[config.mk]
export PLATFORM = sky130hd
export DESIGN_NAME = controlUnit
export DESIGN_NICKNAME = d
export VERILOG_FILES = /design/src/hdl/datapathCtrlPkg.sv /design/src/hdl/riscvIsaPkg.sv /design/src/hdl/controlUnit.sv /design/src/hdl/execSequencer.sv /design/src/hdl/instrDecoder.sv
export VERILOG_INCLUDE_DIRS = /design/src /design/src/hdl
export SDC_FILE = /design/constraint.sdc
export NUM_CORES = 1
export LEC_CHECK = 0
export BUFFER_PORTS_ARGS = -buffer_cell sky130_fd_sc_hd__buf_2
export CORE_MARGIN = 4
export CORE_UTILIZATION = 50
export DETAILED_ROUTE_END_ITERATION = 8
export PLACE_DENSITY = 0.8
export SYNTH_ARGS = -nofsm -noshare
export SYNTH_HDL_FRONTEND = slang
export SYNTH_SLANG_ARGS = --single-unit
[constraint.sdc]
create_clock -name clk -period 3.4 [get_ports clk]
set_input_delay 0.17 -clock clk [delete_from_list [all_inputs] [get_ports clk]]
set_output_delay 0.17 -clock clk [all_outputs]
set_load 0.01 [all_outputs]
[src/hdl/ctrl_defines.svh]
// XLEN is fixed at 32 by the RV32I word layout and PC_RESET must fit in XLEN bits
`ifndef CTRL_DEFINES_SVH
`define CTRL_DEFINES_SVH

`default_nettype none

// Data path and program counter width
`define XLEN 32

// Register file address width, 32 registers
`define REG_ADDR_W 5

// I-type immediate field width
`define IMM12_W 12

// Shift amount field width for SLLI SRLI SRAI
`define SHAMT_W 5

// Program counter after reset
`define PC_RESET 32'h0000_0000

`default_nettype wire

`endif

[src/hdl/datapathCtrlPkg.sv]
// Codes follow the external ALU and mux wiring and must match that datapath bit for bit
`include "ctrl_defines.svh"
`default_nettype none

package datapathCtrlPkg;

    // ALU operation select, load extractions sit above 15
    typedef enum logic [4:0] {
        ALU_ADD  = 5'd0,
        ALU_SUB  = 5'd1,
        ALU_SLL  = 5'd4,
        ALU_SRL  = 5'd5,
        ALU_AND  = 5'd8,
        ALU_XOR  = 5'd10,
        ALU_OR   = 5'd11,
        ALU_SLTU = 5'd13,
        ALU_SLT  = 5'd14,
        ALU_SRA  = 5'd15,
        ALU_LB   = 5'd16,  // Byte, sign extended
        ALU_LH   = 5'd17,  // Half word, sign extended
        ALU_LBU  = 5'd18,  // Byte, zero extended
        ALU_LHU  = 5'd19   // Half word, zero extended
    } aluOp_e;

    // Operand A mux
    typedef enum logic [1:0] {
        ASEL_DECODER = 2'd0,
        ASEL_BUS     = 2'd1   // Register data from the bus
    } aSel_e;

    // Operand B mux
    typedef enum logic [1:0] {
        BSEL_DECODER = 2'd0,
        BSEL_BUS     = 2'd1,
        BSEL_IMM     = 2'd2   // immValue from this block
    } bSel_e;

    // Output mux toward the register file
    typedef enum logic [1:0] {
        OSEL_ALU  = 2'd0,
        OSEL_REGA = 2'd1,  // Raw word for LW
        OSEL_REGB = 2'd2
    } oSel_e;

endpackage

`default_nettype wire

[src/hdl/riscvIsaPkg.sv]
// RV32I base encodings for the register, immediate and load groups only
`include "ctrl_defines.svh"
`default_nettype none

package riscvIsaPkg;

    // Major opcodes kept by the control unit
    typedef enum logic [6:0] {
        OP_LOAD = 7'd3,   // LB LH LW LBU LHU
        OP_IMM  = 7'd19,  // ALU op with I-type immediate
        OP_REG  = 7'd51   // ALU op on two registers
    } opcode_e;

    // ALU function codes
    typedef enum logic [2:0] {
        F3_ADD  = 3'd0,  // ADD or SUB
        F3_SLL  = 3'd1,
        F3_SLT  = 3'd2,
        F3_SLTU = 3'd3,
        F3_XOR  = 3'd4,
        F3_SRL  = 3'd5,  // SRL or SRA
        F3_OR   = 3'd6,
        F3_AND  = 3'd7
    } funct3_e;

    // Load widths share the same funct3 codes
    parameter funct3_e F3_LB  = F3_ADD;
    parameter funct3_e F3_LH  = F3_SLL;
    parameter funct3_e F3_LW  = F3_SLT;
    parameter funct3_e F3_LBU = F3_XOR;
    parameter funct3_e F3_LHU = F3_SRL;

    // Only two funct7 values are legal here
    parameter logic [6:0] FUNCT7_BASE = 7'd0;
    parameter logic [6:0] FUNCT7_ALT  = 7'd32;  // SUB and SRA

    // Register-register layout
    typedef struct packed {
        logic [6:0]             funct7;
        logic [`REG_ADDR_W-1:0] rs2;
        logic [`REG_ADDR_W-1:0] rs1;
        funct3_e                funct3;
        logic [`REG_ADDR_W-1:0] rd;
        logic [6:0]             opcode;  // Left plain so unknown codes stay visible
    } rTypeFields_t;

    // Immediate layout, imm12 overlays funct7 and rs2
    typedef struct packed {
        logic [`IMM12_W-1:0]    imm12;
        logic [`REG_ADDR_W-1:0] rs1;
        funct3_e                funct3;
        logic [`REG_ADDR_W-1:0] rd;
        logic [6:0]             opcode;
    } iTypeFields_t;

    // One instruction word, two views
    typedef union packed {
        rTypeFields_t r;
        iTypeFields_t i;
    } instrWord_u;

endpackage

`default_nettype wire

[src/hdl/controlUnit.sv]
// Not pipelined and the environment drops instrValid when it sees rdWrite
`include "ctrl_defines.svh"
`timescale 1ns/1ps
`default_nettype none

module controlUnit (
    input  wire                          clk,
    input  wire                          reset,
    input  wire riscvIsaPkg::instrWord_u instr,
    input  wire                          instrValid,
    input  wire [`XLEN-1:0]              pcIn,
    input  wire                          dataReady,
    input  wire                          aluComplete,
    input  wire                          memAck,
    output logic [`XLEN-1:0]             pcOut,
    output logic [`XLEN-1:0]             immValue,
    output logic [`REG_ADDR_W-1:0]       rs1Out,
    output logic [`REG_ADDR_W-1:0]       rs2Out,
    output logic [`REG_ADDR_W-1:0]       rdOut,
    output datapathCtrlPkg::aluOp_e      aluSel,
    output datapathCtrlPkg::aSel_e       aSel,
    output datapathCtrlPkg::bSel_e       bSel,
    output datapathCtrlPkg::oSel_e       oSel,
    output logic                         aEnable,
    output logic                         bEnable,
    output logic                         rdWrite,
    output logic                         memRead
);
    import datapathCtrlPkg::*;

    // Decoder to sequencer
    aluOp_e                 aluOp;
    aluOp_e                 loadOp;
    bSel_e                  bSrc;
    oSel_e                  loadOsel;
    logic [`XLEN-1:0]       decImm;
    logic [`REG_ADDR_W-1:0] decRs1;
    logic [`REG_ADDR_W-1:0] decRs2;
    logic [`REG_ADDR_W-1:0] decRd;
    logic                   isLoad;
    logic                   usesRs2;
    logic                   supported;

    instrDecoder decoder (
        .instr     (instr),
        .aluOp     (aluOp),
        .loadOp    (loadOp),
        .bSrc      (bSrc),
        .loadOsel  (loadOsel),
        .immValue  (decImm),
        .rs1       (decRs1),
        .rs2       (decRs2),
        .rd        (decRd),
        .isLoad    (isLoad),
        .usesRs2   (usesRs2),
        .supported (supported)
    );

    execSequencer sequencer (
        .clk         (clk),
        .reset       (reset),
        .instrValid  (instrValid),
        .dataReady   (dataReady),
        .aluComplete (aluComplete),
        .memAck      (memAck),
        .pcIn        (pcIn),
        .aluOp       (aluOp),
        .loadOp      (loadOp),
        .bSrc        (bSrc),
        .loadOsel    (loadOsel),
        .decImm      (decImm),
        .rs1         (decRs1),
        .rs2         (decRs2),
        .rd          (decRd),
        .isLoad      (isLoad),
        .usesRs2     (usesRs2),
        .supported   (supported),
        .pcOut       (pcOut),
        .immValue    (immValue),
        .rs1Out      (rs1Out),
        .rs2Out      (rs2Out),
        .rdOut       (rdOut),
        .aluSel      (aluSel),
        .aSel        (aSel),
        .bSel        (bSel),
        .oSel        (oSel),
        .aEnable     (aEnable),
        .bEnable     (bEnable),
        .rdWrite     (rdWrite),
        .memRead     (memRead)
    );

endmodule

`default_nettype wire

[src/hdl/execSequencer.sv]
// One instruction in flight and instrValid must stay high until the rdWrite cycle
`include "ctrl_defines.svh"
`timescale 1ns/1ps
`default_nettype none

module execSequencer (
    input  wire                          clk,
    input  wire                          reset,
    input  wire                          instrValid,   // Sampled in IDLE only
    input  wire                          dataReady,
    input  wire                          aluComplete,
    input  wire                          memAck,       // Used without a sync flop
    input  wire [`XLEN-1:0]              pcIn,
    input  wire datapathCtrlPkg::aluOp_e aluOp,
    input  wire datapathCtrlPkg::aluOp_e loadOp,
    input  wire datapathCtrlPkg::bSel_e  bSrc,
    input  wire datapathCtrlPkg::oSel_e  loadOsel,
    input  wire [`XLEN-1:0]              decImm,
    input  wire [`REG_ADDR_W-1:0]        rs1,
    input  wire [`REG_ADDR_W-1:0]        rs2,
    input  wire [`REG_ADDR_W-1:0]        rd,
    input  wire                          isLoad,
    input  wire                          usesRs2,
    input  wire                          supported,
    output logic [`XLEN-1:0]             pcOut,
    output logic [`XLEN-1:0]             immValue,
    output logic [`REG_ADDR_W-1:0]       rs1Out,
    output logic [`REG_ADDR_W-1:0]       rs2Out,
    output logic [`REG_ADDR_W-1:0]       rdOut,
    output datapathCtrlPkg::aluOp_e      aluSel,
    output datapathCtrlPkg::aSel_e       aSel,
    output datapathCtrlPkg::bSel_e       bSel,
    output datapathCtrlPkg::oSel_e       oSel,
    output logic                         aEnable,
    output logic                         bEnable,
    output logic                         rdWrite,
    output logic                         memRead
);
    import datapathCtrlPkg::*;

    typedef enum logic [2:0] {IDLE, FETCH, EXECUTE, MEMORY, WRITEBACK} state_e;

    localparam logic [`XLEN-1:0] PC_STEP = 1;  // PC counts instructions

    state_e                 state;
    logic                   issue;
    logic                   dataReadySync;
    logic                   aluCompleteSync;

    // Decoded fields held while the instruction runs
    aluOp_e                 aluOpQ;
    aluOp_e                 loadOpQ;
    bSel_e                  bSrcQ;
    oSel_e                  loadOselQ;
    logic [`XLEN-1:0]       immQ;
    logic [`REG_ADDR_W-1:0] rdQ;
    logic                   isLoadQ;

    assign issue = (state == IDLE) && instrValid && supported;

    always_ff @(posedge clk)
    begin
        if (reset)
        begin
            dataReadySync   <= 1'b0;
            aluCompleteSync <= 1'b0;
        end
        else
        begin
            dataReadySync   <= dataReady;    // One flop as on the bus side
            aluCompleteSync <= aluComplete;
        end
    end

    // Snapshot at issue, instr may change afterwards
    always_ff @(posedge clk)
    begin
        if (issue)
        begin
            aluOpQ    <= aluOp;
            loadOpQ   <= loadOp;
            bSrcQ     <= bSrc;
            loadOselQ <= loadOsel;
            immQ      <= decImm;
            rdQ       <= rd;
            isLoadQ   <= isLoad;
        end
    end

    always_ff @(posedge clk)
    begin
        if (reset)
        begin
            state    <= IDLE;
            pcOut    <= `PC_RESET;
            immValue <= '0;
            rs1Out   <= '0;
            rs2Out   <= '0;
            rdOut    <= '0;
            aluSel   <= ALU_ADD;
            aSel     <= ASEL_DECODER;
            bSel     <= BSEL_DECODER;
            oSel     <= OSEL_ALU;
            aEnable  <= 1'b0;
            bEnable  <= 1'b0;
            rdWrite  <= 1'b0;
            memRead  <= 1'b0;
        end
        else
        begin
            case (state)
                IDLE:
                begin
                    if (issue)  // Unsupported words never leave IDLE
                    begin
                        rs1Out <= rs1;
                        rs2Out <= usesRs2 ? rs2 : '0;
                        state  <= FETCH;
                    end
                end
                FETCH:
                begin
                    if (dataReadySync)  // Operands on the bus
                    begin
                        aSel     <= ASEL_BUS;
                        bSel     <= bSrcQ;
                        immValue <= immQ;
                        aluSel   <= aluOpQ;
                        aEnable  <= 1'b1;
                        bEnable  <= 1'b1;
                        state    <= EXECUTE;
                    end
                end
                EXECUTE:
                begin
                    if (aluCompleteSync && isLoadQ)
                    begin
                        memRead <= 1'b1;  // ALU result is the address
                        state   <= MEMORY;
                    end
                    else if (aluCompleteSync)
                    begin
                        oSel    <= OSEL_ALU;
                        rdOut   <= rdQ;
                        rdWrite <= 1'b1;
                        pcOut   <= pcIn + PC_STEP;
                        state   <= WRITEBACK;
                    end
                end
                MEMORY:
                begin
                    if (memAck)
                    begin
                        memRead <= 1'b0;
                        aluSel  <= loadOpQ;    // Byte or half extraction, ADD for LW
                        oSel    <= loadOselQ;
                        rdOut   <= rdQ;
                        rdWrite <= 1'b1;
                        pcOut   <= pcIn + PC_STEP;
                        state   <= WRITEBACK;
                    end
                end
                WRITEBACK:
                begin
                    rdWrite <= 1'b0;  // Single cycle pulse
                    aEnable <= 1'b0;
                    bEnable <= 1'b0;
                    state   <= IDLE;
                end
                default: state <= IDLE;
            endcase
        end
    end

endmodule

`default_nettype wire

[src/hdl/instrDecoder.sv]
// Purely combinational, only opcodes 3, 19 and 51 are reported as supported
`include "ctrl_defines.svh"
`timescale 1ns/1ps
`default_nettype none

module instrDecoder (
    input  wire riscvIsaPkg::instrWord_u instr,
    output datapathCtrlPkg::aluOp_e      aluOp,     // Operation for the execute phase
    output datapathCtrlPkg::aluOp_e      loadOp,    // Extraction after the memory read
    output datapathCtrlPkg::bSel_e       bSrc,
    output datapathCtrlPkg::oSel_e       loadOsel,
    output logic [`XLEN-1:0]             immValue,
    output logic [`REG_ADDR_W-1:0]       rs1,
    output logic [`REG_ADDR_W-1:0]       rs2,
    output logic [`REG_ADDR_W-1:0]       rd,
    output logic                         isLoad,
    output logic                         usesRs2,
    output logic                         supported
);
    import riscvIsaPkg::*;
    import datapathCtrlPkg::*;

    funct3_e                        f3;
    logic [`IMM12_W-`SHAMT_W-1:0]   immUpper;   // Same bits as funct7 in the R view
    logic                           immShift;
    logic [`XLEN-1:0]               immSext;
    logic [`XLEN-1:0]               immShamt;

    // Shared funct3 map, alt picks SUB or SRA
    function automatic aluOp_e aluFromFunct3(input funct3_e code, input logic alt);
        aluOp_e op;
        op = ALU_ADD;
        case (code)
            F3_ADD:  op = alt ? ALU_SUB : ALU_ADD;
            F3_SLL:  op = ALU_SLL;
            F3_SLT:  op = ALU_SLT;
            F3_SLTU: op = ALU_SLTU;
            F3_XOR:  op = ALU_XOR;
            F3_SRL:  op = alt ? ALU_SRA : ALU_SRL;
            F3_OR:   op = ALU_OR;
            F3_AND:  op = ALU_AND;
        endcase
        return op;
    endfunction

    assign f3       = instr.r.funct3;
    assign rs1      = instr.r.rs1;
    assign rs2      = instr.r.rs2;
    assign rd       = instr.r.rd;
    assign immUpper = instr.i.imm12[`IMM12_W-1:`SHAMT_W];
    assign immShift = (f3 == F3_SLL) || (f3 == F3_SRL);

    // Sign extend imm12
    assign immSext  = {{(`XLEN-`IMM12_W){instr.i.imm12[`IMM12_W-1]}}, instr.i.imm12};
    // Shifts take only the shift amount
    assign immShamt = {{(`XLEN-`SHAMT_W){1'b0}}, instr.i.imm12[`SHAMT_W-1:0]};

    always_comb
    begin
        aluOp     = ALU_ADD;
        loadOp    = ALU_ADD;
        loadOsel  = OSEL_ALU;
        bSrc      = BSEL_IMM;
        immValue  = immSext;
        isLoad    = 1'b0;
        usesRs2   = 1'b0;
        supported = 1'b0;

        case (instr.r.opcode)
            OP_REG:
            begin
                usesRs2  = 1'b1;
                bSrc     = BSEL_BUS;
                immValue = '0;  // Unused for register ops
                aluOp    = aluFromFunct3(f3, instr.r.funct7 == FUNCT7_ALT);
                // ALT only legal for SUB and SRA
                supported = (instr.r.funct7 == FUNCT7_BASE) ||
                            ((instr.r.funct7 == FUNCT7_ALT) && ((f3 == F3_ADD) || (f3 == F3_SRL)));
            end
            OP_IMM:
            begin
                aluOp = aluFromFunct3(f3, immShift && (immUpper == FUNCT7_ALT));
                if (immShift)
                begin
                    immValue  = immShamt;
                    supported = (immUpper == FUNCT7_BASE) ||
                                ((f3 == F3_SRL) && (immUpper == FUNCT7_ALT));
                end
                else
                begin
                    supported = 1'b1;  // No SUBI, so ADDI ignores the upper bits
                end
            end
            OP_LOAD:
            begin
                isLoad    = 1'b1;  // Address is rs1 + imm through ALU_ADD
                supported = 1'b1;
                case (f3)
                    F3_LB:   loadOp = ALU_LB;
                    F3_LH:   loadOp = ALU_LH;
                    F3_LW:   loadOsel = OSEL_REGA;  // Full word bypasses the ALU
                    F3_LBU:  loadOp = ALU_LBU;
                    F3_LHU:  loadOp = ALU_LHU;
                    default: supported = 1'b0;  // funct3 3, 6, 7
                endcase
            end
            default: supported = 1'b0;  // Unknown opcode
        endcase
    end

endmodule

`default_nettype wire

==> results by group, run 1 <==
STA
  • Relative slew slack: about two fifths
  • Slew @ Worst Pin: 0.862 ns
  • Fin Clk Skew: roughly 0.012 ns
  • Hold Vio Cnt, Final: 0
  • Post-route setup slack: roughly 0.75 ns
  • Final Slew Violations: 0
  • # setup viols final: 0
  • TNS Setup: 0 ns
  • Period utilisation layout: 78.1%
  • Fin crit period: about 2.7 ns
  • Fmax: 377 MHz
  • RSZ-0062 raised after global routing: false

Synth
  • Area leader, netlist: dfxtp_1
  • Post-synth top area share: 32.3%
  • Number of flops mapped to enable cells by yosys: 28
  • Top_reg_cell synth: dfxtp_1
  • Synthesis Warnings: 0
  • Synth area leaders: dfxtp_1 32%, edfxtp_1 18%, nand2_1 4.6%
  • Async SR Flop Fraction: 0%
  • Mapped Cells: 510
  • Post-Syn Area: between 4000 and 5000 um^2
  • Register bit total from synthesis: 104
  • Synth unique cells: 48
  • Top cells by count, synth: 76 x dfxtp_1, 58 x nand2_1, 56 x nor2_1, 32 x a21oi_1
  • Sequential share of the synthesized area: 50.2%
  • Most frequent cell after synthesis: dfxtp_1
  • Syn avg cell area: approximately 9.2 um^2

Layout
  • Area Overhead vs Synth: 21.3%
  • Final net count: 710
  • Final Util: between 60 and 70%
  • Fin cells: 755
  • Design Area, Final: approximately 5700 um^2
  • Antenna Cells: 0
  • Layout cells sized above 1: 29.0%

Routing
  • DRT iter0 DRCs: around 130
  • DRC violations left: 0
  • DR vias/cell: ~5.3
  • Routed wire length: ~11 mm
  • Avg WL per Cell: between 10 and 15 um
  • Post-DRT Antenna Nets: 0
  • Via Count: 4015
  • DR pass1 iterations: 4

Floorplanning
  • Placeable Area: a little over 9000 um^2
  • I/O pins: 164
  • Die X: 105 um
  • Site Rows: 35
  • Chip height: 105 um
  • Starting Density: between 50% and 60%
  • DIE AREA: between 10000 and 15000 um^2

Clocking
  • Clk_lat worst skew: ~0.36 ns
  • H-tree depth: 3
  • Clk slew on worst S/H paths: 0.10 ns
  • Post-CTS Resized: 0
  • Clock sink count: 104
  • Post-CTS Hold Buffers: 5
  • CTS Buf Count: 9
  • CTS tree: done
  • Post-CTS setup buffers: 0
  • Clock buffer depth: 2
  • Root Buffer Master: clkbuf_8

Worst setup path
  • Sequence of cells on the critical path: nor4b_1 > nand3b_1 > o311a_1 > inv_1 > buf_12
  • Worst Path Arrival: 2.72 ns
  • Max stage delay on crit path: between 0.7 and 0.8 ns
  • CP top delay family: simple AND/OR/NAND/NOR gates
  • Slowest CP cell: nor4b_1
  • R2r startpoint: sequencer.state[2]
  • FF-to-FF setup slack: approximately 0.75 ns
  • Worst setup SP type: flop
  • Buf/Inv on CP: 2
  • Max FO, Critical Path: 21
  • Worst Path Required: between 3 and 4 ns
  • CP Capture Type: flop
  • Critical path origin: sequencer.state[2]
  • CP Class: flop to flop

Placement
  • Placed Area: between 5000 and 6000 um^2
  • DP Wirelength: between 8 and 9 mm
  • Final Wtd Congestion: about 0.84
  • Placed cells: between 700 and 800
  • Buffers added on ports: approximately 160
  • Dpl ws: 0.723 ns

Power and ir drop
  • Leakage power: 2.43 nW
  • Worst IR Drop VDD: roughly 210 uV
  • P per Cell Area: approximately 400 nW/um^2

Global routing
  • All-Layer GR Usage: roughly a fifth
  • Initial antenna violation count: 0
  • Grt ovf: 0
  • First-pass GRT wire length: about 18 mm
  • Vias in the first global route: ~3700
  • Pin count of the biggest net entering global routing: 47

Min path
  • HP Class: input port to flop
  • Hold Crit Start: aluComplete

Run
  • Maxcap violations: 0

Run status
  • Status: complete, no violations
[worst reg2reg max path, stage by stage (launching register included)]
cell	delay, ns
dfxtp_1	0.40
nor4b_1	0.79
nand3b_1	0.15
o311a_1	0.46
inv_1	0.34
buf_12	0.22
[stage by stage]
step	hold WS (ns)	power, mW
final	0.0472	2.28
after global routing	0.0448	2.37
after CTS	0.0427	2.29
after detailed placement	0.350	1.44
after global placement	0.349	1.43
after floorplan	0.266	1.37
[power breakdown]
part | internal [mW] | switching [mW]
Combinational | 0.0647 | 0.0787
Sequential | 1.27 | 0.00200
Clock | 0.439 | 0.422
[per-layer routing]
| layer | GRT usage [%] | vias up | wire, um |
|---|---|---|---|
| li1 | - | 2001 | - |
| met1 | 25.0 | 1850 | 4720 |
| met2 | 32.8 | 143 | 5430 |
| met3 | 4.08 | 21 | 728 |
| met4 | 7.03 | 0 | 224 |
| met5 | 0 | - | 0 |
[area by class of cell]
| cell class | count | area, um^2 |
|---|---|---|
| inverter | 5 | 18.8 |
| timing repair buffer | 171 | 906 |
| tap | 111 | 139 |
| sequential | 104 | 2360 |
| clock buffer | 10 | 138 |
| fill | 811 | 3490 |
| clock inverter | 6 | 90.1 |
| multi-input combinational | 348 | 2060 |
[kinds of logic (layout without fill, tap and decap cells)]
family	count (synthesis)	count (layout)	share of synthesized area [%]
XOR/XNOR	30	30	5.58
multiplexers	13	13	2.76
other	1	2	0.0796
flip-flops	104	104	50.2
adder cells (fa/ha/maj)	1	1	0.266
buffers and inverters	59	192	6.72
AND/OR/NAND/NOR	220	220	23.2
AO/OA/AOI/OAI	82	82	11.2
[layout by cell type (no fill, tap or decap), types with 6 or more instances in the layout]
cell,count
and3_1,7
and2_1,15
nand4_1,8
edfxtp_1,28
nor2_1,56
nand2_1,58
a21oi_1,32
nand2b_1,18
nand3_1,26
nor3_1,6
buf_2,161
xor2_1,22
a211oi_1,27
nor2b_1,7
o21ai_0,7
xnor2_1,8
mux2i_1,13
clkbuf_8,10
dfxtp_1,76
[worst paths after layout]
| check | end | cells past startpoint |
|---|---|---|
| worst min register to register | sequencer.rdOut[1] | 2 |
| worst max-delay path | sequencer.rdQ[1] | 5 |
| worst max register to register | sequencer.rdQ[1] | 5 |
| worst min-delay path | sequencer.aluCompleteSync | 2 |
[registers in the layout (all words and copies together), names as in the netlist, 2 cells and up]
signal              cells
sequencer.bSrcQ         2
sequencer.aluSel        5
sequencer.pcOut        32
sequencer.rdQ           5
sequencer.bSel          2
sequencer.rdOut         5
sequencer.rs2Out        5
sequencer.loadOpQ       3
sequencer.immValue     12
sequencer.aluOpQ        4
sequencer.immQ         12
sequencer.state         3
sequencer.rs1Out        5
No activity file was read; power rests on OpenSTA's default activity.
==> run 2, diff against run 1 <==
clock period = 2.7 ns   (was 3.4 ns; I/O delays follow)
==> run 2 against run 1 <==
Critical path depth up 1. Cell area rose by 0.57%. Non-clock buffer count increased by 4. Clock power is 27% higher. Clock skew up 0.0038 ns. Worst setup slack worse by 0.17 ns. Die area unchanged. Via count up 1.3%. First-iteration DRC count grew 3.9%. Combinational power rose by 29%. Count of clock-buffer cells in the layout stayed put. Sequential share of layout area decreased by 0.23 points.
==> results by group, run 2 (synthesized netlist as in run 1, its figures left out) <==
Floorplanning
  • Site Rows: 35 (unchanged)
  • Starting Density: 51.2% (unchanged)
  • I/O pins: 164 (unchanged)
  • DIE AREA: 11000 um^2 (unchanged)
  • Die X: 105 um (unchanged)
  • Placeable Area: 9200 um^2 (unchanged)
  • Chip height: 105 um (unchanged)

STA
  • Fin Clk Skew: 0.0160 ns (was 0.0122 ns)
  • # setup viols final: 0 (unchanged)
  • Fin crit period: 2.13 ns (was 2.65 ns)
  • Final Slew Violations: 0 (unchanged)
  • Hold Vio Cnt, Final: 0 (unchanged)
  • Period utilisation layout: 78.7% (was 78.1%)
  • Slew @ Worst Pin: 0.773 ns (was 0.862 ns)
  • Fmax: 471 MHz (was 377 MHz)
  • TNS Setup: 0 ns (unchanged)
  • RSZ-0062 raised after global routing: false (unchanged)
  • Relative slew slack: 48.0% (was 41.7%)

Clocking
  • CTS tree: done (unchanged)
  • CTS Buf Count: 9 (unchanged)
  • Post-CTS Resized: 0 (unchanged)
  • Root Buffer Master: clkbuf_8 (unchanged)
  • Clock sink count: 104 (unchanged)
  • Clk slew on worst S/H paths: 0.11 ns (was 0.10 ns)
  • Clk_lat worst skew: 0.36 ns (about the same)
  • Clock buffer depth: 2 (unchanged)
  • H-tree depth: 3 (unchanged)

Global routing
  • Initial antenna violation count: 0 (unchanged)
  • Grt ovf: 0 (unchanged)
  • All-Layer GR Usage: 20.3% (was 19.6%)
  • First-pass GRT wire length: 18.3 mm (was 17.7 mm)
  • Pin count of the biggest net entering global routing: 33 (was 47)
  • Vias in the first global route: 3898 (was 3734)

Run status
  • Status: complete, no violations (unchanged)

Routing
  • Post-DRT Antenna Nets: 0 (unchanged)
  • Via Count: 4066 (was 4015)
  • DR vias/cell: 5.35 (was 5.32)
  • DR pass1 iterations: 7 (was 4)
  • Routed wire length: 11.3 mm (was 11.1 mm)
  • Avg WL per Cell: 14.9 um (was 14.7 um)
  • DRT iter0 DRCs: 134 (was 129)
  • DRC violations left: 0 (unchanged)

Power and ir drop
  • Net Sw Power: 0.652 mW (was 0.503 mW)
  • Leakage power: 2.45 nW (was 2.43 nW)
  • Worst IR Drop VDD: 270 uV (was 208 uV)
  • Overall power: 2.87 mW (was 2.28 mW)
  • Clock power share: 37.8% (about the same)
  • Comb pwr share: 6.5% (was 6.3%)
  • P per Cell Area: 500 nW/um^2 (was 399 nW/um^2)
  • P_int: 2.22 mW (was 1.77 mW)
  • Switching Fraction: 22.7% (was 22.1%)
  • Flop pwr share: 55.7% (was 55.9%)

Placement
  • Placed cells: 737 (was 734)
  • DP Wirelength: 8.68 mm (was 8.47 mm)
  • Final Wtd Congestion: 0.838 (was 0.841)
  • Buffers added on ports: 161 (unchanged)

Worst setup path
  • R2r endpoint: sequencer.rdQ[1] (unchanged)
  • R2r startpoint: sequencer.state[2] (unchanged)
  • FF-to-FF path depth: 6 (was 5)
  • Worst Path Arrival: 2.19 ns (was 2.72 ns)
  • Worst setup SP type: flop (unchanged)
  • Worst Path Required: 2.77 ns (was 3.47 ns)
  • CP Capture Point: sequencer.rdQ[1] (unchanged)
  • Critical path origin: sequencer.state[2] (unchanged)
  • CP Capture Type: flop (unchanged)
  • Max FO, Critical Path: 20 (was 21)
  • FF-to-FF setup slack: 0.57 ns (was 0.75 ns)
  • CP Class: flop to flop (unchanged)

Layout
  • Final net count: 714 (was 710)
  • Fin cells: 760 (was 755)
  • Most common library cell in the layout ignoring fill and taps: buf_2 (unchanged)
  • Most frequent cells in the layout: 161 x buf_2, 76 x dfxtp_1, 58 x nand2_1, 56 x nor2_1, 32 x a21oi_1 (unchanged)
  • Biggest regs: sequencer.pcOut x32, sequencer.immQ x12, sequencer.immValue x12 (unchanged)
  • Layout cells sized above 1: 29.3% (was 29.0%)
  • Largest reg by FF count: sequencer.pcOut (unchanged)
  • Max reg flops: 32 (unchanged)
  • Area Overhead vs Synth: 22.0% (was 21.3%)

Run
  • Maxcap violations: 0 (unchanged)

Min path
  • HP Class: input port to flop (unchanged)
run 2: cell type report:
| type | instances | area (um^2) |
|---|---|---|
| antenna | 1 | 2.50 |
| timing repair buffer | 175 | 938 |
| fill | 798 | 3450 |
| clock buffer | 10 | 128 |
| tap | 111 | 139 |
| inverter | 5 | 18.8 |
| multi-input combinational | 348 | 2060 |
| sequential | 104 | 2360 |
| clock inverter | 6 | 97.6 |
run 2: repair_timing:
item / CTS / global route
hold buffers: 6 / 0
endpoints found under the hold margin: 6 / 0
buffers inserted: 0 / 0
setup endpoints to repair: 0 / 0
run 2: power by group through the flow:
stage          Sequential [mW]  Combinational (mW)  Clock (mW)
2_1_floorplan             1.64              0.0869           0
3_3_place_gp              1.64               0.171           0
3_5_place_dp              1.64               0.176           0
4_1_cts                   1.60               0.184        1.11
5_1_grt                   1.60               0.204        1.18
6_report                  1.60               0.185        1.09
run 2: worst min-delay path by stage:
stage	startpoint	end	slack, ns	cells past startpoint
detailed placement	instr[8]	sequencer.rdQ[1]	0.31	1
floorplan	pcIn[0]	sequencer.pcOut[0]	0.23	1
global route	instr[24]	sequencer.rs2Out[4]	0.006	3
finish	aluComplete	sequencer.aluCompleteSync	0.03	2
global placement	instr[7]	sequencer.rdQ[0]	0.31	1
CTS	aluComplete	sequencer.aluCompleteSync	0.006	2
run 2: per-layer routing:
metal	track usage, %	vias up	share of wire, %
met2	33.5	164	49
li1	-	2009	-
met4	7.78	0	2.2
met1	25.5	1873	42
met3	5.31	20	6.5
met5	0	-	0
run 2: worst max-delay path, stage by stage (launching register included):
cell	delay, ns
dfxtp_1	0.40
nor4b_1	0.36
buf_4	0.20
nand3b_1	0.08
o311a_1	0.43
inv_1	0.17
buf_12	0.18
run 2: through the flow:
stage | cell area, um^2 | hold slack (ns) | setup WS [ns] | utilization [%]
global route | 5740 | 0.00632 | 0.471 | 62.4
global placement | 5450 | 0.314 | 0.313 | 59.3
detailed placement | 5450 | 0.314 | 0.254 | 59.3
finish | 5740 | 0.0252 | 0.575 | 62.4
floorplan | 4710 | 0.231 | 0.116 | -
CTS | 5740 | 0.00629 | 0.556 | 62.4
